--- src/source/aes_pkg.sv ---
package aes_pkg;

    typedef logic [0:127]  block_t;
    typedef logic [0:127]  round_key_t;
    typedef logic [0:1407] key_schedule_t;  // round key 0 first
    typedef logic [0:127]  key_t;

    localparam int NUM_ROUNDS = 10;

    // ------------------------------------------------------------------------
    // forward S-box, byte i at bits [8*i +: 8]
    // ------------------------------------------------------------------------
    localparam logic [0:2047] SBOX = {
        128'h637c777bf26b6fc53001672bfed7ab76,
        128'hca82c97dfa5947f0add4a2af9ca472c0,
        128'hb7fd9326363ff7cc34a5e5f171d83115,
        128'h04c723c31896059a071280e2eb27b275,
        128'h09832c1a1b6e5aa0523bd6b329e32f84,
        128'h53d100ed20fcb15b6acbbe394a4c58cf,
        128'hd0efaafb434d338545f9027f503c9fa8,
        128'h51a3408f929d38f5bcb6da2110fff3d2,
        128'hcd0c13ec5f974417c4a77e3d645d1973,
        128'h60814fdc222a908846eeb814de5e0bdb,
        128'he0323a0a4906245cc2d3ac629195e479,
        128'he7c8376d8dd54ea96c56f4ea657aae08,
        128'hba78252e1ca6b4c6e8dd741f4bbd8b8a,
        128'h703eb5664803f60e613557b986c11d9e,
        128'he1f8981169d98e949b1e87e9ce5528df,
        128'h8ca1890dbfe6426841992d0fb054bb16
    };

    function automatic logic [7:0] fn_sbox(input logic [7:0] x);
        return SBOX[8 * int'(x) +: 8];
    endfunction

    function automatic logic [7:0] fn_xtime(input logic [7:0] b);
        return {b[6:0], 1'b0} ^ (b[7] ? 8'h1b : 8'h00);  // multiply by 2 in GF(2^8)
    endfunction

    function automatic logic [7:0] fn_rcon(input int round);
        case (round)
            1:       return 8'h01;
            2:       return 8'h02;
            3:       return 8'h04;
            4:       return 8'h08;
            5:       return 8'h10;
            6:       return 8'h20;
            7:       return 8'h40;
            8:       return 8'h80;
            9:       return 8'h1b;
            default: return 8'h36;
        endcase
    endfunction

    function automatic round_key_t fn_round_key(input key_schedule_t sched, input int round);
        return sched[128 * round +: 128];
    endfunction

    // ------------------------------------------------------------------------
    // round building blocks, state bytes in column order
    // ------------------------------------------------------------------------
    function automatic block_t fn_sub_bytes(input block_t s);
        block_t r;
        for (int i = 0; i < 16; i++)
        begin
            r[8 * i +: 8] = fn_sbox(s[8 * i +: 8]);
        end
        return r;
    endfunction

    function automatic block_t fn_shift_rows(input block_t s);
        block_t r;
        for (int c = 0; c < 4; c++)
        begin
            for (int w = 0; w < 4; w++)
            begin
                r[8 * (4 * c + w) +: 8] = s[8 * (4 * ((c + w) % 4) + w) +: 8];  // row w left by w
            end
        end
        return r;
    endfunction

    function automatic block_t fn_mix_columns(input block_t s);
        block_t     r;
        logic [7:0] b0;
        logic [7:0] b1;
        logic [7:0] b2;
        logic [7:0] b3;
        for (int c = 0; c < 4; c++)
        begin
            b0 = s[32 * c      +: 8];
            b1 = s[32 * c + 8  +: 8];
            b2 = s[32 * c + 16 +: 8];
            b3 = s[32 * c + 24 +: 8];
            r[32 * c      +: 8] = fn_xtime(b0) ^ fn_xtime(b1) ^ b1 ^ b2 ^ b3;
            r[32 * c + 8  +: 8] = b0 ^ fn_xtime(b1) ^ fn_xtime(b2) ^ b2 ^ b3;
            r[32 * c + 16 +: 8] = b0 ^ b1 ^ fn_xtime(b2) ^ fn_xtime(b3) ^ b3;
            r[32 * c + 24 +: 8] = fn_xtime(b0) ^ b0 ^ b1 ^ b2 ^ fn_xtime(b3);
        end
        return r;
    endfunction

    // next round key from the previous one
    function automatic round_key_t fn_key_step(input round_key_t prev, input logic [7:0] rcon);
        logic [31:0] w0;
        logic [31:0] w1;
        logic [31:0] w2;
        logic [31:0] w3;
        logic [31:0] t;
        w0 = prev[0  +: 32];
        w1 = prev[32 +: 32];
        w2 = prev[64 +: 32];
        w3 = prev[96 +: 32];
        t  = {w3[23:0], w3[31:24]};  // RotWord
        t  = {fn_sbox(t[31:24]), fn_sbox(t[23:16]), fn_sbox(t[15:8]), fn_sbox(t[7:0])};
        t  = t ^ {rcon, 24'h000000};
        w0 = w0 ^ t;
        w1 = w1 ^ w0;
        w2 = w2 ^ w1;
        w3 = w3 ^ w2;
        return {w0, w1, w2, w3};
    endfunction

    // one full round, round 1 folds in the initial AddRoundKey
    function automatic block_t fn_aes_round(input block_t blk, input int round,
                                            input key_schedule_t sched);
        block_t s;
        s = blk;
        if (round == 1)
        begin
            s = s ^ fn_round_key(sched, 0);
        end
        s = fn_shift_rows(fn_sub_bytes(s));
        if (round != NUM_ROUNDS)
        begin
            s = fn_mix_columns(s);
        end
        return s ^ fn_round_key(sched, round);
    endfunction

endpackage

--- src/source/aes_key_expand.sv ---
`timescale 1ns/1ns

module aes_key_expand
    import aes_pkg::*;
(
    input  logic          clk,
    input  logic          i_arst_n,
    input  logic          i_start,
    input  key_t          i_key,
    output logic          o_done,
    output key_schedule_t o_schedule
);

    logic       busy;
    logic [3:0] rnd;       // round key being derived, 1 to 10
    round_key_t prev_key;  // last key written into the schedule
    round_key_t next_key;

    assign next_key = fn_key_step(prev_key, fn_rcon(int'(rnd)));

    // ------------------------------------------------------------------------
    // sequencing
    // ------------------------------------------------------------------------
    always_ff @(posedge clk or negedge i_arst_n)
    begin
        if (!i_arst_n)
        begin
            busy   <= 1'b0;
            rnd    <= '0;
            o_done <= 1'b0;
        end
        else if (i_start)
        begin
            busy   <= 1'b1;
            rnd    <= 4'd1;
            o_done <= 1'b0;  // schedule invalid until round 10 lands
        end
        else if (busy)
        begin
            rnd <= rnd + 4'd1;
            if (rnd == 4'(NUM_ROUNDS))
            begin
                busy   <= 1'b0;
                o_done <= 1'b1;
            end
        end
    end

    // ------------------------------------------------------------------------
    // key storage
    // ------------------------------------------------------------------------
    always_ff @(posedge clk)
    begin
        if (i_start)
        begin
            prev_key          <= i_key;
            o_schedule[0 +: 128] <= i_key;  // round key 0 is the cipher key
        end
        else if (busy)
        begin
            prev_key                    <= next_key;
            o_schedule[128 * rnd +: 128] <= next_key;
        end
    end

endmodule

--- config.mk ---
export PLATFORM = sky130hd
export DESIGN_NAME = aes_key_expand
export DESIGN_NICKNAME = d
export VERILOG_FILES = /design/src/source/aes_pkg.sv /design/src/source/aes_key_expand.sv
export SDC_FILE = /design/constraint.sdc
export NUM_CORES = 2
export LEC_CHECK = 0
export BUFFER_PORTS_ARGS = -buffer_cell sky130_fd_sc_hd__buf_2
export CORE_AREA = 2 2 605 607
export CTS_CLUSTER_SIZE = 25
export DETAILED_ROUTE_END_ITERATION = 10
export DIE_AREA = 0 0 607 609
export MAX_ROUTING_LAYER = met4
export REMOVE_ABC_BUFFERS = 1
export SYNTH_ARGS = -nofsm -noshare
export SYNTH_HDL_FRONTEND = slang
export SYNTH_SLANG_ARGS = --single-unit
--- constraint.sdc ---
create_clock -name clk -period 26.6 [get_ports clk]
set_clock_uncertainty 0.15 [all_clocks]
set_input_delay 6.65 -clock clk [delete_from_list [all_inputs] [get_ports clk]]
set_output_delay 6.65 -clock clk [all_outputs]
set_load 0.01 [all_outputs]
# Yosys cells after proc, flatten, opt, wreduce, memory -nomap -nowiden
# Memories as Yosys holds them, arrays and structs flattened.
# Index checks and enable logic that the tools add are counted.
[word_totals]
output_inout_bits = 1409
register_bits = 1542
n_memories = 1
romBits = 128
[op_classes]
bitwise = 11
n_shift = 6
mux = 13
addsub = 2
eq_ne = 1
reduce_logical = 4
[memory_table]
columns = ["memory", "words", "width", "read_ports", "rd_clocked_by_memory_dff", "wr", "line", "text"]
rows = [
  ["(name not given)", 16, 8, 1, 0, 0, "aes_pkg.sv:41", "case (round)"],
]
[ops]
columns = ["cell", "count"]
rows = [
  ["$shiftx A2048 B32 Y2049 const A", 4],
  ["$shift A1409 B34 Y1408 const A", 1],
  ["$shiftx A1409 B34 Y1408", 1],
  ["$bwmux W1408", 1],
  ["$mux W1408", 1],
  ["$mux W128", 3],
  ["$xor A32 B32 Y32", 5],
  ["$not A11 Y32", 4],
  ["$neg A33 Y34", 1],
  ["$not A11 Y33", 1],
  ["$mux W4", 2],
  ["$mux W1", 6],
  ["$add A4 B1 Y4 const B", 1],
  ["$eq A4 B4 Y1 const B", 1],
  ["$reduce_and A2 Y1", 2],
  ["$reduce_bool A2 Y1", 2],
  ["$not A1 Y1", 1],
]

# Logic depth before layout (Yosys ltp)
[logic_depth]
word_depth = 11
mapped_depth = 16
mapped_depth_nobuf = 11

# Worst setup path before layout
# OpenSTA, ideal clock, no wires.
[synth_path]
path_kind = "input-to-reg"
start = "input i_start"
end = "register o_schedule[256], enable pin"
n_path_buf = 3
cell_stages = 4
t_required_ps = 25678
slack_ps = 9751
arrival_ps = 15927
cell_sequence = "clkbuf_1 > clkbuf_1 > clkbuf_1 > nor3_1"
[synth_via]
elab_chain_cells = 2
[synth_rtl]
columns = ["element", "line", "text"]
rows = [
  ["start: declaration", "aes_key_expand.sv:8", "input logic i_start,"],
  ["$not A1 Y1 (no line)", "--", ""],
  ["$reduce_and A2 Y1 (no line)", "--", ""],
  ["end signal: indexed assignment", "aes_key_expand.sv:57", "o_schedule[0 +: 128] <= i_key;"],
  ["end signal: indexed assignment", "aes_key_expand.sv:62", "o_schedule[128 * rnd +: 128] <= next_key;"],
  ["end: declaration", "aes_key_expand.sv:11", "output key_schedule_t o_schedule"],
]
# No other way between the ends.
# A chain may end at the register's enable or synchronous reset.

# Final worst setup path
[layout_path]
start = "input i_start"
end = "register o_schedule[203], enable pin"
# The elaborated chain is that of the path after synthesis.

==> results.yml <==
run:
  cap_violations: 0
synthesis:
  syn_inst: 6060
  post_synth_num_cell_types: 100
  synth_top_area_frac: 0.648
  synth-edff-count: 1536
  ys_warn_count: 0
  synth_top_flop_cell: "edfxtp_1"
  ys_async_sr_fraction: 0.00389
  syn_avg_cell_area_sq_um: 11.8
  synth_seq_cells: 1542
  synthTopCellsByArea: "edfxtp_1, nor2_1, o21ai_0"
  synth_top_area_cell: "edfxtp_1"
  syn_area_sq_um: 71200
  synth_seq_area_share: 0.650
detailed_routing:
  vias_per_cell: 4.67
  wire_per_inst_um: 29.2
  detail-route-antenna-nets: 0
  vias: 58030
  wl_mm: 363
  first_pass_iters: 8
  drt_iter0_drc: 7841
  drc_errors: 0
placed_design:
  dp_hpwl_mm: 256
  io_buffers: 1539
  routabilityCongestion: 0.962
floorplan:
  dieWidth_um: 607
  start_util: 0.196
  rows: 222
  core_area_sq_um: 364000
  ios: 1540
  die-area_sq_um: 370000
  die_h_um: 609
timing:
  max_slew_margin: 0.113
  worst_pin_slew_ns: 1.33
  drv_slew: 0
  period_needed_ns: 9.88
  tns_ns: 0
  rsz0062_at_grt: "false"
  final_hold_viol_count: 0
  finalSetupViolations: 0
  period_share: 0.371
  fmax_ghz: 0.101
layout:
  final_common_cell: "buf_2"
  mostFrequentLayoutCells: "buf_2, edfxtp_1, nor2_1"
  syn_to_final_growth_pct: 27.7
  final_layout_size_suffix_gt1_frac: 0.298
  nets: 7617
worst_setup_path:
  worstSetupPathType: "input port to flop"
  arrival_ns: 10.21
  critPathMaxFanout: 51
  required_ns: 26.93
  setup.worst_path.start_class: "input port"
  end_kind: "flop"
clock_tree:
  cts_tree: "built"
  path_clk_slew_ns: 0.06
  post-cts-setup-buffer-count: 0
  clkSinkCount: 1542
  worst_skew_pair.late_latency_ns: 0.89
  htreeDepth: 4
  ctsHoldBuffers: 0
  numCtsBuffers: 178
  clockRootBuffer: "clkbuf_16"
  cts.path.max_buffers: 4
  cts_resized: 0
global_routing:
  first_global_vias: 54189
  overflow: 0
  grt_pass1_wl_mm: 478
  grt_antenna_before_repair: 66
  grt_max_degree: 107
  grt.total_usage: 0.192
run_status:
  status: "complete, no violations"
worst_hold_path:
  hold_path.class: "flop to flop"
[logic make-up after synthesis]
| kind of cell | synth area share |
|---|---|
| and+or+nand+nor | 0.142 |
| DFF | 0.650 |
| AOI/OAI and AO/OA | 0.102 |
| buffers and inverters | 0.0416 |
| xor gates and xnor gates | 0.0275 |
| muxes | 0.0261 |
| adders and majority gates | 0.0107 |
[registers in the layout, summed over array words and instances (netlist names)]
register    cells
o_schedule   1408
prev_key      128
rnd             4
busy            1
o_done          1
[synth_stat cells (all sizes together) (61+ instances only)]
cell type / n
mux2i: 82
inv: 83
nand2b: 116
o21ai: 374
buf: 203
ha: 61
xnor2: 102
xor2: 66
nor2: 1450
nor3: 84
clkbuf: 394
nand3: 88
nand2: 342
edfxtp: 1536
a21oi: 184
nor2b: 77
[metal layers]
metal	wire, um	part of all wire	global-route usage
met5	0	0	-
met3	32700	0.090	0.0417
met2	173000	0.48	0.308
met4	15100	0.042	0.0724
met1	142000	0.39	0.236
[cell type report]
cell class	instances	area [sq um]
antenna	48	120
clock buffer	213	4630
clock inverter	95	1020
fill	38532	273000
inverter	97	364
multi-input combinational	3824	22900
sequential	1542	46300
tap	4816	6030
timing repair buffer	1782	9570
[per-stage QoR]
step / instances / setup slack (ns) / hold WS [ns] / area (sq um) / util
2_1_floorplan: 5463 / 10.19 / 0.408 / 68600 / -
3_3_place_gp: 12060 / 15.91 / 0.429 / 85100 / 0.234
3_5_place_dp: 12061 / 15.91 / 0.430 / 85200 / 0.234
4_1_cts: 12369 / 16.85 / 0.441 / 90800 / 0.250
5_1_grt: 12408 / 16.66 / 0.470 / 90900 / 0.250
6_report: 12417 / 16.72 / 0.454 / 90900 / 0.250
[critical path, cell delays in order]
cell	delay, ns
buf_8	0.20
nor2b_1	0.54
nand2_1	0.31
nor2_4	0.94
buf_4	0.66
buf_4	0.70
[final timing paths]
path                              start          endpoint  slack [ns]  cells after the start
max                             i_start   o_schedule[203]       16.72                      6
min                              o_done            o_done        0.45                      2
max reg2reg                prev_key[17]  o_schedule[1311]       19.96                     14
min reg2reg                      o_done            o_done        0.45                      2
max in group asynchronous      i_arst_n            rnd[0]       20.63                      1
min in group asynchronous      i_arst_n            o_done        5.49                      1
Power is left out: the tool's default activity adds up to more than one toggle a clock period on the data nets, which glitch-free logic cannot reach.
