## src/source/aes_pkg.sv

```systemverilog
package aes_pkg;

    typedef logic [0:127]  block_t;
    typedef logic [0:127]  round_key_t;
    typedef logic [0:1407] key_schedule_t;  // round key 0 first
    typedef logic [0:127]  key_t;

    localparam int NUM_ROUNDS = 10;

    // ------------------------------------------------------------------------
    // forward S-box, byte i at bits [8*i +: 8]
    // ------------------------------------------------------------------------
    localparam logic [0:2047] SBOX = {
        128'h637c777bf26b6fc53001672bfed7ab76,
        128'hca82c97dfa5947f0add4a2af9ca472c0,
        128'hb7fd9326363ff7cc34a5e5f171d83115,
        128'h04c723c31896059a071280e2eb27b275,
        128'h09832c1a1b6e5aa0523bd6b329e32f84,
        128'h53d100ed20fcb15b6acbbe394a4c58cf,
        128'hd0efaafb434d338545f9027f503c9fa8,
        128'h51a3408f929d38f5bcb6da2110fff3d2,
        128'hcd0c13ec5f974417c4a77e3d645d1973,
        128'h60814fdc222a908846eeb814de5e0bdb,
        128'he0323a0a4906245cc2d3ac629195e479,
        128'he7c8376d8dd54ea96c56f4ea657aae08,
        128'hba78252e1ca6b4c6e8dd741f4bbd8b8a,
        128'h703eb5664803f60e613557b986c11d9e,
        128'he1f8981169d98e949b1e87e9ce5528df,
        128'h8ca1890dbfe6426841992d0fb054bb16
    };

    function automatic logic [7:0] fn_sbox(input logic [7:0] x);
        return SBOX[8 * int'(x) +: 8];
    endfunction

    function automatic logic [7:0] fn_xtime(input logic [7:0] b);
        return {b[6:0], 1'b0} ^ (b[7] ? 8'h1b : 8'h00);  // multiply by 2 in GF(2^8)
    endfunction

    function automatic logic [7:0] fn_rcon(input int round);
        case (round)
            1:       return 8'h01;
            2:       return 8'h02;
            3:       return 8'h04;
            4:       return 8'h08;
            5:       return 8'h10;
            6:       return 8'h20;
            7:       return 8'h40;
            8:       return 8'h80;
            9:       return 8'h1b;
            default: return 8'h36;
        endcase
    endfunction

    function automatic round_key_t fn_round_key(input key_schedule_t sched, input int round);
        return sched[128 * round +: 128];
    endfunction

    // ------------------------------------------------------------------------
    // round building blocks, state bytes in column order
    // ------------------------------------------------------------------------
    function automatic block_t fn_sub_bytes(input block_t s);
        block_t r;
        for (int i = 0; i < 16; i++)
        begin
            r[8 * i +: 8] = fn_sbox(s[8 * i +: 8]);
        end
        return r;
    endfunction

    function automatic block_t fn_shift_rows(input block_t s);
        block_t r;
        for (int c = 0; c < 4; c++)
        begin
            for (int w = 0; w < 4; w++)
            begin
                r[8 * (4 * c + w) +: 8] = s[8 * (4 * ((c + w) % 4) + w) +: 8];  // row w left by w
            end
        end
        return r;
    endfunction

    function automatic block_t fn_mix_columns(input block_t s);
        block_t     r;
        logic [7:0] b0;
        logic [7:0] b1;
        logic [7:0] b2;
        logic [7:0] b3;
        for (int c = 0; c < 4; c++)
        begin
            b0 = s[32 * c      +: 8];
            b1 = s[32 * c + 8  +: 8];
            b2 = s[32 * c + 16 +: 8];
            b3 = s[32 * c + 24 +: 8];
            r[32 * c      +: 8] = fn_xtime(b0) ^ fn_xtime(b1) ^ b1 ^ b2 ^ b3;
            r[32 * c + 8  +: 8] = b0 ^ fn_xtime(b1) ^ fn_xtime(b2) ^ b2 ^ b3;
            r[32 * c + 16 +: 8] = b0 ^ b1 ^ fn_xtime(b2) ^ fn_xtime(b3) ^ b3;
            r[32 * c + 24 +: 8] = fn_xtime(b0) ^ b0 ^ b1 ^ b2 ^ fn_xtime(b3);
        end
        return r;
    endfunction

    // next round key from the previous one
    function automatic round_key_t fn_key_step(input round_key_t prev, input logic [7:0] rcon);
        logic [31:0] w0;
        logic [31:0] w1;
        logic [31:0] w2;
        logic [31:0] w3;
        logic [31:0] t;
        w0 = prev[0  +: 32];
        w1 = prev[32 +: 32];
        w2 = prev[64 +: 32];
        w3 = prev[96 +: 32];
        t  = {w3[23:0], w3[31:24]};  // RotWord
        t  = {fn_sbox(t[31:24]), fn_sbox(t[23:16]), fn_sbox(t[15:8]), fn_sbox(t[7:0])};
        t  = t ^ {rcon, 24'h000000};
        w0 = w0 ^ t;
        w1 = w1 ^ w0;
        w2 = w2 ^ w1;
        w3 = w3 ^ w2;
        return {w0, w1, w2, w3};
    endfunction

    // one full round, round 1 folds in the initial AddRoundKey
    function automatic block_t fn_aes_round(input block_t blk, input int round,
                                            input key_schedule_t sched);
        block_t s;
        s = blk;
        if (round == 1)
        begin
            s = s ^ fn_round_key(sched, 0);
        end
        s = fn_shift_rows(fn_sub_bytes(s));
        if (round != NUM_ROUNDS)
        begin
            s = fn_mix_columns(s);
        end
        return s ^ fn_round_key(sched, round);
    endfunction

endpackage

```

## src/source/gcm_pkg.sv

```systemverilog
package gcm_pkg;

    typedef logic [0:95] iv_t;    // 96-bit IV, J0 = IV || ctr
    typedef logic [31:0] ctr32_t;  // low word of the counter block

    localparam ctr32_t CTR_J0       = 32'd1;
    localparam ctr32_t CTR_CB_FIRST = 32'd2;

    // ------------------------------------------------------------------------
    // block kind, travels with every block through the pipeline
    // ------------------------------------------------------------------------
    typedef enum logic [1:0]
    {
        BLK_H,
        BLK_J0,
        BLK_CB
    } blk_kind_t;

    // ------------------------------------------------------------------------
    // precompute controller states
    // ------------------------------------------------------------------------
    typedef enum logic [2:0]
    {
        IDLE,
        EXPAND,
        ISSUE_H,
        ISSUE_J0,
        ISSUE_CB,
        ACK
    } ctrl_state_t;

endpackage

```

## src/source/gcm_block_counter.sv

```systemverilog
`timescale 1ns/1ns

module gcm_block_counter
    import aes_pkg::*;
    import gcm_pkg::*;
#(
    parameter int CTR_W = 8
)
(
    input  logic             clk,
    input  logic             i_arst_n,
    input  logic             i_load,
    input  logic             i_step,
    input  iv_t              i_iv,
    input  logic [CTR_W-1:0] i_num_blocks,
    output block_t           o_block_j0,
    output block_t           o_block_cb,
    output logic             o_remaining_zero
);

    iv_t              r_iv;
    ctr32_t           r_ctr;        // counter of the next CB block
    logic [CTR_W-1:0] r_remaining;  // CB blocks still to issue

    always_ff @(posedge clk or negedge i_arst_n)
    begin
        if (!i_arst_n)
        begin
            r_ctr       <= CTR_CB_FIRST;
            r_remaining <= '0;
        end
        else if (i_load)
        begin
            r_ctr       <= CTR_CB_FIRST;
            r_remaining <= i_num_blocks;
        end
        else if (i_step)
        begin
            r_ctr       <= r_ctr + 32'd1;  // wraps mod 2^32, IV untouched
            r_remaining <= r_remaining - 1'b1;
        end
    end

    always_ff @(posedge clk)
    begin
        if (i_load)
        begin
            r_iv <= i_iv;
        end
    end

    assign o_block_j0       = {r_iv, CTR_J0};
    assign o_block_cb       = {r_iv, r_ctr};
    assign o_remaining_zero = (r_remaining == '0);

endmodule

```

## config.mk

```make
export PLATFORM = sky130hd
export DESIGN_NAME = gcm_block_counter
export DESIGN_NICKNAME = d
export VERILOG_FILES = /design/src/source/aes_pkg.sv /design/src/source/gcm_pkg.sv /design/src/source/gcm_block_counter.sv
export SDC_FILE = /design/constraint.sdc
export NUM_CORES = 1
export LEC_CHECK = 0
export ABC_AREA = 0
export BUFFER_PORTS_ARGS = -buffer_cell sky130_fd_sc_hd__buf_2
export CAP_MARGIN = 0
export CORE_AREA = 5 5 137 139
export DETAILED_ROUTE_END_ITERATION = 10
export DIE_AREA = 0 0 142 144
export PLACE_DENSITY_LB_ADDON = 0.3
export SYNTH_ARGS = -nofsm -noshare
export SYNTH_HDL_FRONTEND = slang
export SYNTH_SLANG_ARGS = --single-unit
export TNS_END_PERCENT = 30
```

## constraint.sdc

```tcl
create_clock -name clk -period 3.6 [get_ports clk]
set_input_delay 0.72 -clock clk [delete_from_list [all_inputs] [get_ports clk]]
set_output_delay 0.72 -clock clk [all_outputs]
set_load 0.01 [all_outputs]
```

# --- Word level (Yosys, flattened, before mapping) ---
# Index checks and enable logic that the tools add are counted.
totals:
  reg_bits: 136
  in_bits: 108
  word_cells: 11
classes:
  addsub: 2
  muxes: 4
  reduce_logical: 2
op_table:
  columns: ["op", "n"]
  rows:
  - ["$mux W32", 2]
  - ["$add A32 B1 Y32 const B", 1]
  - ["$mux W8", 2]
  - ["$logic_not A8 Y1", 1]
  - ["$sub A8 B1 Y8 const B", 1]
  - ["$reduce_bool A2 Y1", 1]

# --- Longest topological paths before layout ---
logic_depth:
  depth_word: 3
  ltp_mapped: 7
  ltp_nobuf: 6

# --- Worst setup path after synthesis ---
# Ideal clock, no wire load.
synth_path:
  kind: "input to register"
  startpoint: "input port i_load"
  endpoint: "register r_ctr[23]"
  setup_ns: 0.078
  arrival_ns: 2.282
  required_time_ns: 3.522
  path_slack_ns: 1.240
  cell_stages: 6
  path_cell_list: "buf_4 -> o2111ai_4 -> or4_1 -> buf_2 -> or4b_1 -> a21oi_1"
synth_between:
  elab_chain_len: 1
  word_cells_on_any_way: 2
synth_rtl:
  columns: ["item", "line", "rtl"]
  rows:
  - ["start: declaration", "gcm_block_counter.sv:12", "input logic i_load,"]
  - ["$mux W32 / $reduce_bool A2 Y1 (equally long branches)", null, null]
  - ["end signal: assignment", "gcm_block_counter.sv:39", "r_ctr <= r_ctr + 32'd1;"]
  - ["end: declaration", "gcm_block_counter.sv:22", "ctr32_t r_ctr;"]
# Several ways; a longest one is shown, not always the timed one.
# A chain may end at the register's enable or synchronous reset.

# --- Worst setup path in the final report ---
layout_path:
  startpoint: "register r_remaining[4]"
  endpoint: "output port o_remaining_zero"
layout_between:
  elab_chain_len: 1
layout_rtl:
  columns: ["item", "line", "rtl"]
  rows:
  - ["start: declaration", "gcm_block_counter.sv:23", "logic [CTR_W-1:0] r_remaining;"]
  - ["start signal: assignment", "gcm_block_counter.sv:35", "r_remaining <= i_num_blocks;"]
  - ["start signal: assignment", "gcm_block_counter.sv:40", "r_remaining <= r_remaining - 1'b1;"]
  - ["$logic_not A8 Y1", "gcm_block_counter.sv:54", "assign o_remaining_zero = (r_remaining == '0);"]
  - ["end: declaration", "gcm_block_counter.sv:18", "output logic o_remaining_zero"]
# No other way between the ends.

==> metrics.txt <==
pin count of the biggest net entering global routing=146; CTS H-tree lvls=4; Max VDD drop=0.000311 V; Final Hold Vio Count=0; PortBufs=332; Ports=365; Die Y=144 um; postcts setup bufs=0; Setup Crit Path Kind=reg2out; die width=142 um; HP Class=in2async; Post-CTS Resized=0; arrival time at the worst endpoint=1820 ps; Cell Area, Synth=6000 um^2; Detailed Route WL=16,900 um; slowest CP cell=or4_1; Max Root-Sink Buffers=2; # hold bufs at CTS=0; Lkg Pwr=3.50 nW; CP Capture Type=output port; fin crit period=2540 ps; fraction of the cycle the final worst path needs=70.7%; R2R setup slack=1200 ps; Final Cell Area=7660 um^2; DRC=0; clk sinks=136; Setup crit start=r_remaining[4]; CTS Buf Count=17; WHS=434 ps; 1st-iter DRT viols=246; Worst slew margin=39.1%; Root Driver=clkbuf_16; Crit Path Max Fanout=3; Total GRT Usage=15.4%; CTS tree=built; Placement Setup Slack=817 ps; final setup margin=1060 ps; layout cells sized above 1=53.5%; nets@finish=805; DR vias=4,155; total core area=17,500 um^2; Fmax=393 MHz; YS warnings=0; met1 usage=18.7%; mean post-synth cell area=13.3 um^2; die area=20,400 um^2; worst-path cell chain=or4_1 -> nor4b_1 -> buf_2; first-pass GRT wire length=23,700 um; layer with the highest usage=met2; commonest cells after routing, fill and taps aside=331 x buf_2, 96 x edfxtp_1, 39 x dfrtp_1, 32 x conb_1, 23 x nand2_1; gpl congestion=0.806; Yosys cell types=40; max-cap violations=0; router iterations before antenna repair=4; asr flop ratio synth=29.4%; register area share after synthesis=64.7%; PwrDens=528 nW/um^2; M3 GR Usage=6.12%; Critical Path Max Stage Delay=560 ps; critical path launch point type=flop; Area Overhead vs Synth=27.7%; Clk pin slew, worst setup/hold paths=60 ps; unrepaired setup endpoints after global routing=false; Slew Viols, Final=0; FP Rows=49; detailed placer's ending HPWL=13,000 um; number of synthesized flops with an enable pin=96; area post-placement=7070 um^2; setup TNS=0 ps; Critical Path RT=2880 ps; number of global-route vias before repair=3,926; worst r2r dst=r_ctr[23]; Worst Max-Slew Pin Slew=913 ps; Post-Syn Instances=451; flops & latches, synth=136; antenna cells=0; worst reg2reg path depth=4; WL/cell=18.1 um; most common library cell in the layout ignoring fill and taps=buf_2; status=complete, no violations; post-route ant nets=0; Primary FF master, synth=edfxtp_1; Initial Util=34.2%; Final Core Density=43.7%; total gr overflow=0; Worst-Skew Late Latency=420 ps; vias per cell=4.44; worst r2r src=r_ctr[1]; Final setup viols=0; initial antenna violation count=1; Layout Skew=2.90 ps; met2 Usage GRT=25.1%
==> worst max-delay path: cells and delay by family (launching register included) <==
family                 cells  cell delay (ps)
flip-flops                 1              400
buffers and inverters      1              190
AND/OR/NAND/NOR            2              820
==> routing by layer <==
layer  vias to the layer above  share of wire, %
met4                         2               1.5
met5                         -             0.077
met1                      2005                39
met2                       188                50
met3                        19               9.5
li1                       1941                 -
==> metrics by stage <==
stage | power, mW | cells
after floorplan | 2.18 | 481
after global placement | 2.33 | 904
after detailed placement | 2.34 | 904
after CTS | 4.11 | 936
after global routing | 4.21 | 936
final | 4.04 | 936
==> logic make-up after synthesis <==
kind of cell	count (synthesis)	synth area share (%)
compound gates	49	5.07
xor+xnor	18	2.63
fa+ha+maj	3	0.626
mux	2	0.375
flops	136	64.7
other cells	2	0.125
simple gates	97	9.20
buf+inv	144	17.2
==> synthesized netlist by cell type, types with 2 or more instances <==
library cell,instances,share of area [%]
buf_4,129,16
edfxtp_1,96,48
dfrtp_1,39,16
nand2_1,23,1.4
a21oi_1,19,1.6
o21ai_0,16,1.3
nor2_1,13,0.81
or4_1,12,1.5
o31ai_1,11,1.4
xnor2_1,10,1.5
nand3_1,8,0.67
nand4_1,8,0.83
xor2_1,8,1.2
and3_1,6,0.63
clkbuf_1,6,0.38
inv_1,5,0.31
or3_2,5,0.63
ha_1,3,0.63
nor2b_1,3,0.31
nor3_1,3,0.25
nor4_1,3,0.31
or3_1,3,0.31
and4_1,2,0.29
buf_2,2,0.17
conb_1,2,0.13
mux2_2,2,0.38
==> final cells by class <==
cell class	count	area, um^2
clock inverter	15	168
sequential	136	3880
fill	1679	9870
clock buffer	17	425
inverter	5	18.8
tap	229	287
multi-input combinational	201	1190
timing repair buffer	333	1680
==> worst max-delay path by stage <==
stage	endpoint	depth (start not counted)
3_3_place_gp	r_ctr[23]	5
3_5_place_dp	r_ctr[23]	5
5_1_grt	o_remaining_zero	3
4_1_cts	o_remaining_zero	3
6_report	o_remaining_zero	3
2_1_floorplan	r_ctr[23]	6
==> flip-flops by register name, summed over array words and instances (netlist names) <==
name,count
r_remaining,8
r_iv,96
r_ctr,32
==> where the power goes <==
| part | total [mW] | internal (mW) | switching [mW] |
|---|---|---|---|
| Sequential | 1.86 | 1.80 | 0.0630 |
| Combinational | 0.437 | 0.177 | 0.260 |
| Clock | 1.74 | 1.04 | 0.708 |
| Total | 4.04 | 3.01 | 1.03 |
Power figures use the tool's default switching activity.
