$ cat src/source/gcm_pkg.sv
package gcm_pkg;

    typedef logic [0:95] iv_t;    // 96-bit IV, J0 = IV || ctr
    typedef logic [31:0] ctr32_t;  // low word of the counter block

    localparam ctr32_t CTR_J0       = 32'd1;
    localparam ctr32_t CTR_CB_FIRST = 32'd2;

    // ------------------------------------------------------------------------
    // block kind, travels with every block through the pipeline
    // ------------------------------------------------------------------------
    typedef enum logic [1:0]
    {
        BLK_H,
        BLK_J0,
        BLK_CB
    } blk_kind_t;

    // ------------------------------------------------------------------------
    // precompute controller states
    // ------------------------------------------------------------------------
    typedef enum logic [2:0]
    {
        IDLE,
        EXPAND,
        ISSUE_H,
        ISSUE_J0,
        ISSUE_CB,
        ACK
    } ctrl_state_t;

endpackage

$ cat src/source/gcm_precompute_ctrl.sv
`timescale 1ns/1ns

module gcm_precompute_ctrl
    import gcm_pkg::*;
#(
    parameter int CTR_W = 8
)
(
    input  logic      clk,
    input  logic      i_arst_n,
    input  logic      i_req,
    input  logic      i_kx_done,
    input  logic      i_remaining_zero,
    output logic      o_ack,
    output logic      o_kx_start,
    output logic      o_load,
    output logic      o_step,
    output logic      o_issue_valid,
    output blk_kind_t o_issue_kind
);

    ctrl_state_t state;
    ctrl_state_t state_nxt;

    always_ff @(posedge clk or negedge i_arst_n)
    begin
        if (!i_arst_n)
        begin
            state <= IDLE;
        end
        else
        begin
            state <= state_nxt;
        end
    end

    // ------------------------------------------------------------------------
    // next state and outputs
    // ------------------------------------------------------------------------
    always_comb
    begin
        state_nxt     = state;
        o_ack         = 1'b0;
        o_kx_start    = 1'b0;
        o_load        = 1'b0;
        o_step        = 1'b0;
        o_issue_valid = 1'b0;
        o_issue_kind  = BLK_H;
        case (state)
            IDLE:
            begin
                if (i_req)  // ack is always low here
                begin
                    o_kx_start = 1'b1;
                    o_load     = 1'b1;
                    state_nxt  = EXPAND;
                end
            end
            EXPAND:
            begin
                if (i_kx_done)
                begin
                    state_nxt = ISSUE_H;
                end
            end
            ISSUE_H:
            begin
                o_issue_valid = 1'b1;
                state_nxt     = ISSUE_J0;
            end
            ISSUE_J0:
            begin
                o_issue_valid = 1'b1;
                o_issue_kind  = BLK_J0;
                state_nxt     = ISSUE_CB;
            end
            ISSUE_CB:
            begin
                // count exhausted means the previous cycle issued the last block
                if (i_remaining_zero)
                begin
                    o_ack     = 1'b1;
                    state_nxt = ACK;
                end
                else
                begin
                    o_issue_valid = 1'b1;
                    o_issue_kind  = BLK_CB;
                    o_step        = 1'b1;
                end
            end
            ACK:
            begin
                o_ack = 1'b1;
                if (!i_req)
                begin
                    state_nxt = IDLE;  // ack drops one cycle later
                end
            end
            default:
            begin
                state_nxt = IDLE;
            end
        endcase
    end

endmodule

$ cat config.mk
export PLATFORM = sky130hd
export DESIGN_NAME = gcm_precompute_ctrl
export DESIGN_NICKNAME = d
export VERILOG_FILES = /design/src/source/gcm_pkg.sv /design/src/source/gcm_precompute_ctrl.sv
export SDC_FILE = /design/constraint.sdc
export NUM_CORES = 1
export LEC_CHECK = 0
export BUFFER_PORTS_ARGS = -buffer_cell sky130_fd_sc_hd__buf_2
export CORE_AREA = 2 2 39 41
export DETAILED_ROUTE_END_ITERATION = 7
export DIE_AREA = 0 0 41 43
export GPL_TIMING_DRIVEN = 0
export SLEW_MARGIN = 30
export SYNTH_ARGS = -nofsm -noshare
export SYNTH_HDL_FRONTEND = slang
export SYNTH_SLANG_ARGS = --single-unit
$ cat constraint.sdc
create_clock -name clk -period 1.6 [get_ports clk]
set_input_delay 0.32 -clock clk [delete_from_list [all_inputs] [get_ports clk]]
set_output_delay 0.32 -clock clk [all_outputs]
set_load 0.05 [all_outputs]
## After elaboration in Yosys (flattened, before gate mapping)

Index checks and enable logic that the tools add are counted.

- Eq/ne operators: 9
- Muxes and demuxes: 14
- Reduce and logical (&&, ||, !) cells: 3

Operator list:

| operator | count |
|---|---|
| $pmux 3 s6 | 1 |
| $mux 3 | 4 |
| $ne 2x2->1 const B | 4 |
| $eq 3x2->1 const B | 2 |
| $eq 3x3->1 const B | 2 |
| $mux 1 | 5 |
| $pmux 1 s2 | 2 |
| $pmux 2 s2 | 1 |
| $reduce_and 4->1 | 1 |
| $eq 3x1->1 const B | 1 |
| $logic_not 3->1 | 1 |
| $mux 2 | 1 |
| $reduce_or 2->1 | 1 |

- Bits in registers: 3
- Bits of input ports: 5
- Output and inout bits: 7
- Word-level logic and storage cells: 27

## Longest topological paths before layout

Gate-level depths: netlist of the first run.

- Word-level depth: 3
- Depth in mapped cells: 4
- Depth with buffers taken out: 3

## Least setup slack after synthesis of the first run

OpenSTA, ideal clock, no wires.

- Path kind: flip-flop to output port
- Start: register state[1]
- End: output o_issue_valid
- Arrival: 1.672 ns
- Required time: 1.280 ns
- Path slack: -0.392 ns
- Cell stages (with the launch flop): 4
- Path through: dfrtp_1 -> nand2b_4 -> nor3_2 -> a21o_1

- Cells in the longest elaborated chain, start to end: 3
- Elaborated cells between the ends (all ways): 5
- Those cells by class: eq/ne: 3; mux: 1; reduce/logical: 1

RTL lines:

| what | RTL line | RTL |
|---|---|---|
| start: declaration | gcm_precompute_ctrl.sv:22 | `ctrl_state_t state;` |
| start signal: assignment | gcm_precompute_ctrl.sv:33 | `state <= state_nxt;` |
| $eq 3x2->1 | gcm_precompute_ctrl.sv:49 | `case (state)` |
| $reduce_or 2->1 (no source line) | -- |  |
| $pmux 1 s2 * | gcm_precompute_ctrl.sv:49 |  |
| end: declaration | gcm_precompute_ctrl.sv:18 | `output logic o_issue_valid,` |

Mark *: on every way between the ends. The rest lies on a longest branch, timed or not.

## Worst setup path in the final report of the first run

Same ends and word-level chain as after synthesis.

==> flow_metrics.env, run 1 <==
export IMPL_outcome="finished clean"
export IMPL_die_area_um2=1763
export IMPL_min_path_type="primary input to asynchronous set/reset pin"
export IMPL_first_global_vias=264
export IMPL_core_area_um2=1384
export IMPL_ioPinCount=12
export IMPL_clk_pin_slew_ns=0.04
export IMPL_period_needed_ns=1.583
export IMPL_slew_headroom_pct=80.05
export IMPL_wl_met1_um=261
export IMPL_tritoncts="done"
export IMPL_avgViaCountPerCell=4.194
export IMPL_cts_root_buf="clkbuf_4"
export IMPL_cts_sinks=3
export IMPL_p_leak_uw=0.0002060
export IMPL_cap_violations=0
export IMPL_synth_avg_cell_area_um2=8.341
export IMPL_drive_above_1_share_pct=63.04
export IMPL_largest_reg_flops=3
export IMPL_hold_violations=0
export IMPL_final_cell_mix="nor2_1, buf_4, buf_2"
export IMPL_final_max_slew_viol_count=0
export IMPL_crit_family="flip-flops"
export IMPL_dr_pass1_iters=4
export IMPL_slowest_delay_ns=0.42
export IMPL_start_util_pct=16.27
export IMPL_synth_top_area_share_pct=33.33
export IMPL_end_kind="output pin"
export IMPL_setup_violations=0
export IMPL_fmax_mhz=631.7
export IMPL_crit_buf_inv=1
export IMPL_ys_ff_latch=3
export IMPL_fin_nets=52
export IMPL_yosysUniqueCellTypes=18
export IMPL_power_uw=1062
export IMPL_syn_inst=27
export IMPL_avgRoutedWirePerCell_um=10.13
export IMPL_finalCritPeriodShare_pct=98.94
export IMPL_place_congestion=0.7718
export IMPL_io_buffers=11
export IMPL_largest_register="state"
export IMPL_required_ns=1.28
export IMPL_grt_pass1_wl_mm=1.014
export IMPL_post_dp_hpwl_um=415.8
export IMPL_synth_seq_area_share_pct=33.33
export IMPL_cp_max_fo=4
export IMPL_drc=0
export IMPL_cp_slowest_cell="dfrtp_2"
export IMPL_clock_skew_ns=0.003515
export IMPL_routed_wl_um=628
export IMPL_pwr_density_cell_nw_per_um2=2555
export IMPL_yosysTopAreaCell="dfrtp_1"
export IMPL_cts_buffers_inserted=3
export IMPL_antenna_cells=0
export IMPL_row_count=14
export IMPL_wl_met2_um=333
export IMPL_wl_met3_um=33
export IMPL_cts_htree_levels=1
export IMPL_drt_iter0_drc=8
export IMPL_synth_area_leaders="dfrtp_1, nor2_1, buf_4"
export IMPL_cp_cell_sequence="nand2b_4, nor3_4, a21o_4, buf_8"
export IMPL_grt_start_max_net_pins=9
export IMPL_reg_top3="state x3"
export IMPL_die_y_um=43
export IMPL_ir_worst_vdd_uv=836.1
export IMPL_top_layer="met3"
export IMPL_finalSetupTns_ns=0
export IMPL_via_count=260
export IMPL_postSynthNetCount=32
export IMPL_antenna_found_initial=0
export IMPL_antenna_left=0
export IMPL_area_growth_pct=84.44
export IMPL_syn_area_um2=225.2
export IMPL_grt_overflow_total=0
export IMPL_clock_latency_ns=0.24
export IMPL_grt_use_total_pct=9.457
export IMPL_yosysWarnings=0
export IMPL_tightestPinTransition_ns=0.2946
export IMPL_cp_start_kind="flip-flop"
export IMPL_path_class="flip-flop to output pin"
export IMPL_die_w_um=41
export IMPL_cp_arrival_ns=1.26
export IMPL_rsz0062_at_grt="true"
export IMPL_cts_buffer_depth=2
## per-stage QoR
step                      cells  setup WS (ns)  instance area (µm²)  utilization [%]  hold slack, ns
after floorplan              27       -0.08763                244.0                -         0.02441
after global placement       54        0.04297                319.1            23.06          0.1178
after detailed placement     54        0.05051                319.1            23.06          0.1174
after CTS                    61    -0.00002431                407.9            29.48          0.3972
after global routing         62       -0.03478                415.4            30.02          0.4137
final                        62        0.01702                415.4            30.02          0.4034
## where the power goes
group          leakage, µW  total, µW  switching (µW)  internal [µW]
Sequential       0.0000358        166            45.7            121
Clock            0.0000150        138            44.6           93.8
Combinational     0.000155        757             435            322
## Yosys cell counts
cell type	n
nand2b_4	1
o22ai_1	1
a21o_1	1
nor3_2	1
nand3_1	1
buf_6	1
nand2_1	1
inv_1	1
nor2_2	1
buf_4	2
o311ai_1	1
and3_1	1
o211ai_1	1
inv_2	1
and3b_1	1
nor2_1	6
a21oi_1	2
dfrtp_1	3
## repair_timing
item                                    CTS  global route
setup buffers                             2             1
resized for setup                        14             0
pin swaps                                 1             0
hold buffers                              1             0
endpoints found under the setup margin    5             4
endpoints found under the hold margin     3             0
## worst paths after layout
check	slack, ns	from	end	cells after the start
setup / recovery	0.02	state[1]$_DFFE_PN0P_	o_issue_valid	4
hold / removal	0.40	i_arst_n	state[1]$_DFFE_PN0P_	2
setup reg to reg	0.54	state[2]$_DFFE_PN0P_	state[0]$_DFFE_PN0P_	4
hold reg to reg	0.55	state[2]$_DFFE_PN0P_	state[1]$_DFFE_PN0P_	2
max in group asynchronous	1.08	i_arst_n	state[0]$_DFFE_PN0P_	2
min in group clk	0.42	i_req	state[2]$_DFFE_PN0P_	3
## logic make-up after synthesis
kind of cell,share of synthesized area [%]
AOI/OAI and AO/OA,17.78
DFF,33.33
buffers and inverters,14.99
and+or+nand+nor,33.89
## final cells by class
type | count | area [µm²]
fill | 148 | 968.4
inverter | 2 | 7.507
timing repair buffer | 15 | 122.6
buffer | 3 | 30.03
tap | 16 | 20.02
multi-input combinational | 19 | 131.4
clock buffer | 4 | 26.28
sequential | 3 | 77.57
## layer usage
metal  up-vias  GRT usage (%)
li1        130              -
met1       118          11.00
met2        12          11.25
met3         0          3.141
met4         0          12.00
met5         -              0
No activity file was read; power rests on OpenSTA's default activity.
==> inputs of run 2 (changes only) <==
--- a/config.mk
+++ b/config.mk
@@ -5,6 +5,7 @@
 export SDC_FILE = /design/constraint.sdc
 export NUM_CORES = 1
 export LEC_CHECK = 0
+export ABC_AREA = 1
 export BUFFER_PORTS_ARGS = -buffer_cell sky130_fd_sc_hd__buf_2
 export CORE_AREA = 2 2 39 41
 export DETAILED_ROUTE_END_ITERATION = 7
==> flow_metrics.env, run 2 <==
export IMPL_clockPowerShare_pct=15.8
export IMPL_die_area_um2=1763
export IMPL_synth_top_area_share_pct=30.00
export IMPL_syn_inst=41
export IMPL_yosysWarnings=0
export IMPL_synth_avg_cell_area_um2=6.103
export IMPL_synth_flop_cell="dfrtp_1"
export IMPL_ir_worst_vdd_uv=944.6
export IMPL_cp_start_kind="flip-flop"
export IMPL_final_area_um2=444.2
export IMPL_syn_area_um2=250.2
export IMPL_cp_arrival_ns=1.23
export IMPL_finalCritPeriodShare_pct=96.92
export IMPL_synth_edf_count=0
export IMPL_setup_violations=0
export IMPL_avgRoutedWirePerCell_um=7.776
export IMPL_cts_htree_levels=1
export IMPL_grt_start_max_net_pins=11
export IMPL_clock_latency_ns=0.24
export IMPL_antenna_found_initial=0
export IMPL_grt_overflow_total=0
export IMPL_place_congestion=0.6344
export IMPL_crit_path_frequent_cell="nor2_4"
export IMPL_ioPinCount=12
export IMPL_area_growth_pct=77.50
export IMPL_path_class="flip-flop to output pin"
export IMPL_p_int_uw=432.3
export IMPL_fin_hold_ws_ns=0.3982
export IMPL_p_leak_uw=0.0002426
export IMPL_start_util_pct=18.08
export IMPL_cts_sinks=3
export IMPL_first_global_vias=269
export IMPL_tightestPinTransition_ns=0.2472
export IMPL_cp_max_fo=4
export IMPL_ys_ff_latch=3
export IMPL_grt_pass1_wl_um=966
export IMPL_antenna_cells=0
export IMPL_yosysTopAreaCell="dfrtp_1"
export IMPL_die_y_um=43
export IMPL_largest_reg_flops=3
export IMPL_cts_buffers_inserted=3
export IMPL_power_net_switching_uw=447.0
export IMPL_ff2ff_path_depth=7
export IMPL_yosysUniqueCellTypes=12
export IMPL_p_sw_share_pct=50.84
export IMPL_reg2reg_to="state[1]$_DFFE_PN0P_"
export IMPL_cts_root_buf="clkbuf_4"
export IMPL_dpl_cell_count=68
export IMPL_die_w_um=41
export IMPL_dp_slack_ns=0.1288
export IMPL_final_common_cell="nand2_1"
export IMPL_hold_violations=0
export IMPL_cp_cell_sequence="nor2_4, nand2_2, nor2_4, buf_6, buf_8"
export IMPL_yosysMostFrequentCell="nand2_1"
export IMPL_cap_violations=0
export IMPL_fin_cells=76
export IMPL_fillers=161
export IMPL_clk_pin_slew_ns=0.04
export IMPL_synth_area_leaders="dfrtp_1, nand2_1, buf_4"
export IMPL_fin_nets=66
export IMPL_dr_pass1_iters=3
export IMPL_min_path_type="primary input to asynchronous set/reset pin"
export IMPL_drive_above_1_share_pct=51.67
export IMPL_async_flop_share_pct=100.0
export IMPL_largest_register="state"
export IMPL_period_needed_ns=1.551
export IMPL_placed_cell_area_um2=332.8
export IMPL_slowest_delay_ns=0.42
export IMPL_antenna_left=0
export IMPL_fmax_mhz=644.8
export IMPL_avgViaCountPerCell=3.908
export IMPL_reg_top3="state x3"
export IMPL_r2r_slack_ns=0.44
export IMPL_grt_use_total_pct=8.761
export IMPL_core_area_um2=1384
export IMPL_finalWorstSetupSlack_ns=0.04923
export IMPL_synth_seq_area_share_pct=30.00
export IMPL_slew_headroom_pct=83.64
export IMPL_io_buffers=11
export IMPL_row_count=14
export IMPL_drc=0
export IMPL_power_frac_comb_pct=67.3
export IMPL_synth_common_cells="nand2_1, inv_1, nor2_1, nand3_1"
export IMPL_clock_skew_ns=0.005570
export IMPL_rsz0062_at_grt="true"
export IMPL_final_max_slew_viol_count=0
export IMPL_post_dp_hpwl_um=401.2
export IMPL_via_count=297
export IMPL_postSynthNetCount=46
export IMPL_pwr_density_cell_nw_per_um2=1980
export IMPL_end_kind="output pin"
export IMPL_cts_buffer_depth=2
export IMPL_routed_wl_um=591
export IMPL_cp_slowest_cell="dfrtp_2"
export IMPL_tritoncts="done"
export IMPL_rr_startpoint="state[0]$_DFFE_PN0P_"
export IMPL_drt_iter0_drc=3
export IMPL_required_ns=1.28
export IMPL_final_cell_mix="nand2_1, buf_4, buf_2"
export IMPL_outcome="finished clean"
export IMPL_power_frac_seq_pct=16.9
-- run 2: final cells by class --
cell class	instances	area, µm²	share of cell area, %
Buffer	3	30.03	6.761
Clock buffer	4	26.28	5.915
Inverter	7	26.28	5.915
Multi-Input combinational cell	28	146.4	32.96
Sequential cell	3	77.57	17.46
Tap cell	16	20.02	4.507
Timing Repair Buffer	15	117.6	26.48
-- run 2: worst max-delay path, delay by kind of cell, from the launching register on --
family / cells / cell delay, ns
DFF: 1 / 0.42
and+or+nand+nor: 3 / 0.34
buffers and inverters: 2 / 0.23
-- run 2: power groups by stage --
stage          Combinational, µW  Sequential (µW)  Clock (µW)
2_1_floorplan                387              136           0
3_5_place_dp                 461              145           0
4_1_cts                      547              145         145
5_1_grt                      639              153         147
6_report                     592              149         139
3_3_place_gp                 458              145           0
-- run 2: how the worst max path moves through the flow --
stage | from | to | slack (ns) | cells past startpoint
3_3_place_gp | state[1]$_DFFE_PN0P_ | o_load | 0.13 | 5
4_1_cts | state[2]$_DFFE_PN0P_ | o_load | 0.002 | 6
2_1_floorplan | state[1]$_DFFE_PN0P_ | o_ack | -0.05 | 3
3_5_place_dp | state[1]$_DFFE_PN0P_ | o_load | 0.13 | 5
5_1_grt | state[1]$_DFFE_PN0P_ | o_load | -0.007 | 5
6_report | state[0]$_DFFE_PN0P_ | o_load | 0.05 | 5
-- run 2: per-stage QoR --
step	setup TNS [ns]	util [%]	total power [µW]
finish	0	32.10	879.3
detailed placement	0	24.05	606.5
floorplan	-0.05407	-	522.6
global placement	0	24.05	603.6
global route	-0.006797	32.10	939.1
CTS	0	29.48	836.9
-- run 2: metal layers --
layer | wire length [µm] | GRT usage (%) | vias to the layer above
met4 | 23 | 10.00 | 0
met3 | 31 | 3.141 | 2
li1 | - | - | 160
met2 | 294 | 11.56 | 9
met5 | 0 | 0 | -
met1 | 241 | 9.416 | 126
-- run 2: cells by family (layout without fill, tap and decap cells) --
kind of cell / Yosys count / after routing / synth area share [%]
flops: 3 / 3 / 30.00
buf+inv: 10 / 29 / 19.50
simple gates: 24 / 24 / 42.50
compound gates: 4 / 4 / 7.996
-- run 2: repair_timing --
action,4_1_cts,5_1_grt
gates resized for setup,8,12
endpoints found under the setup margin,6,6
hold endpoints to repair,3,0
buffers inserted,2,1
hold buffers,1,0
pin swaps,1,0
cloned,0,0
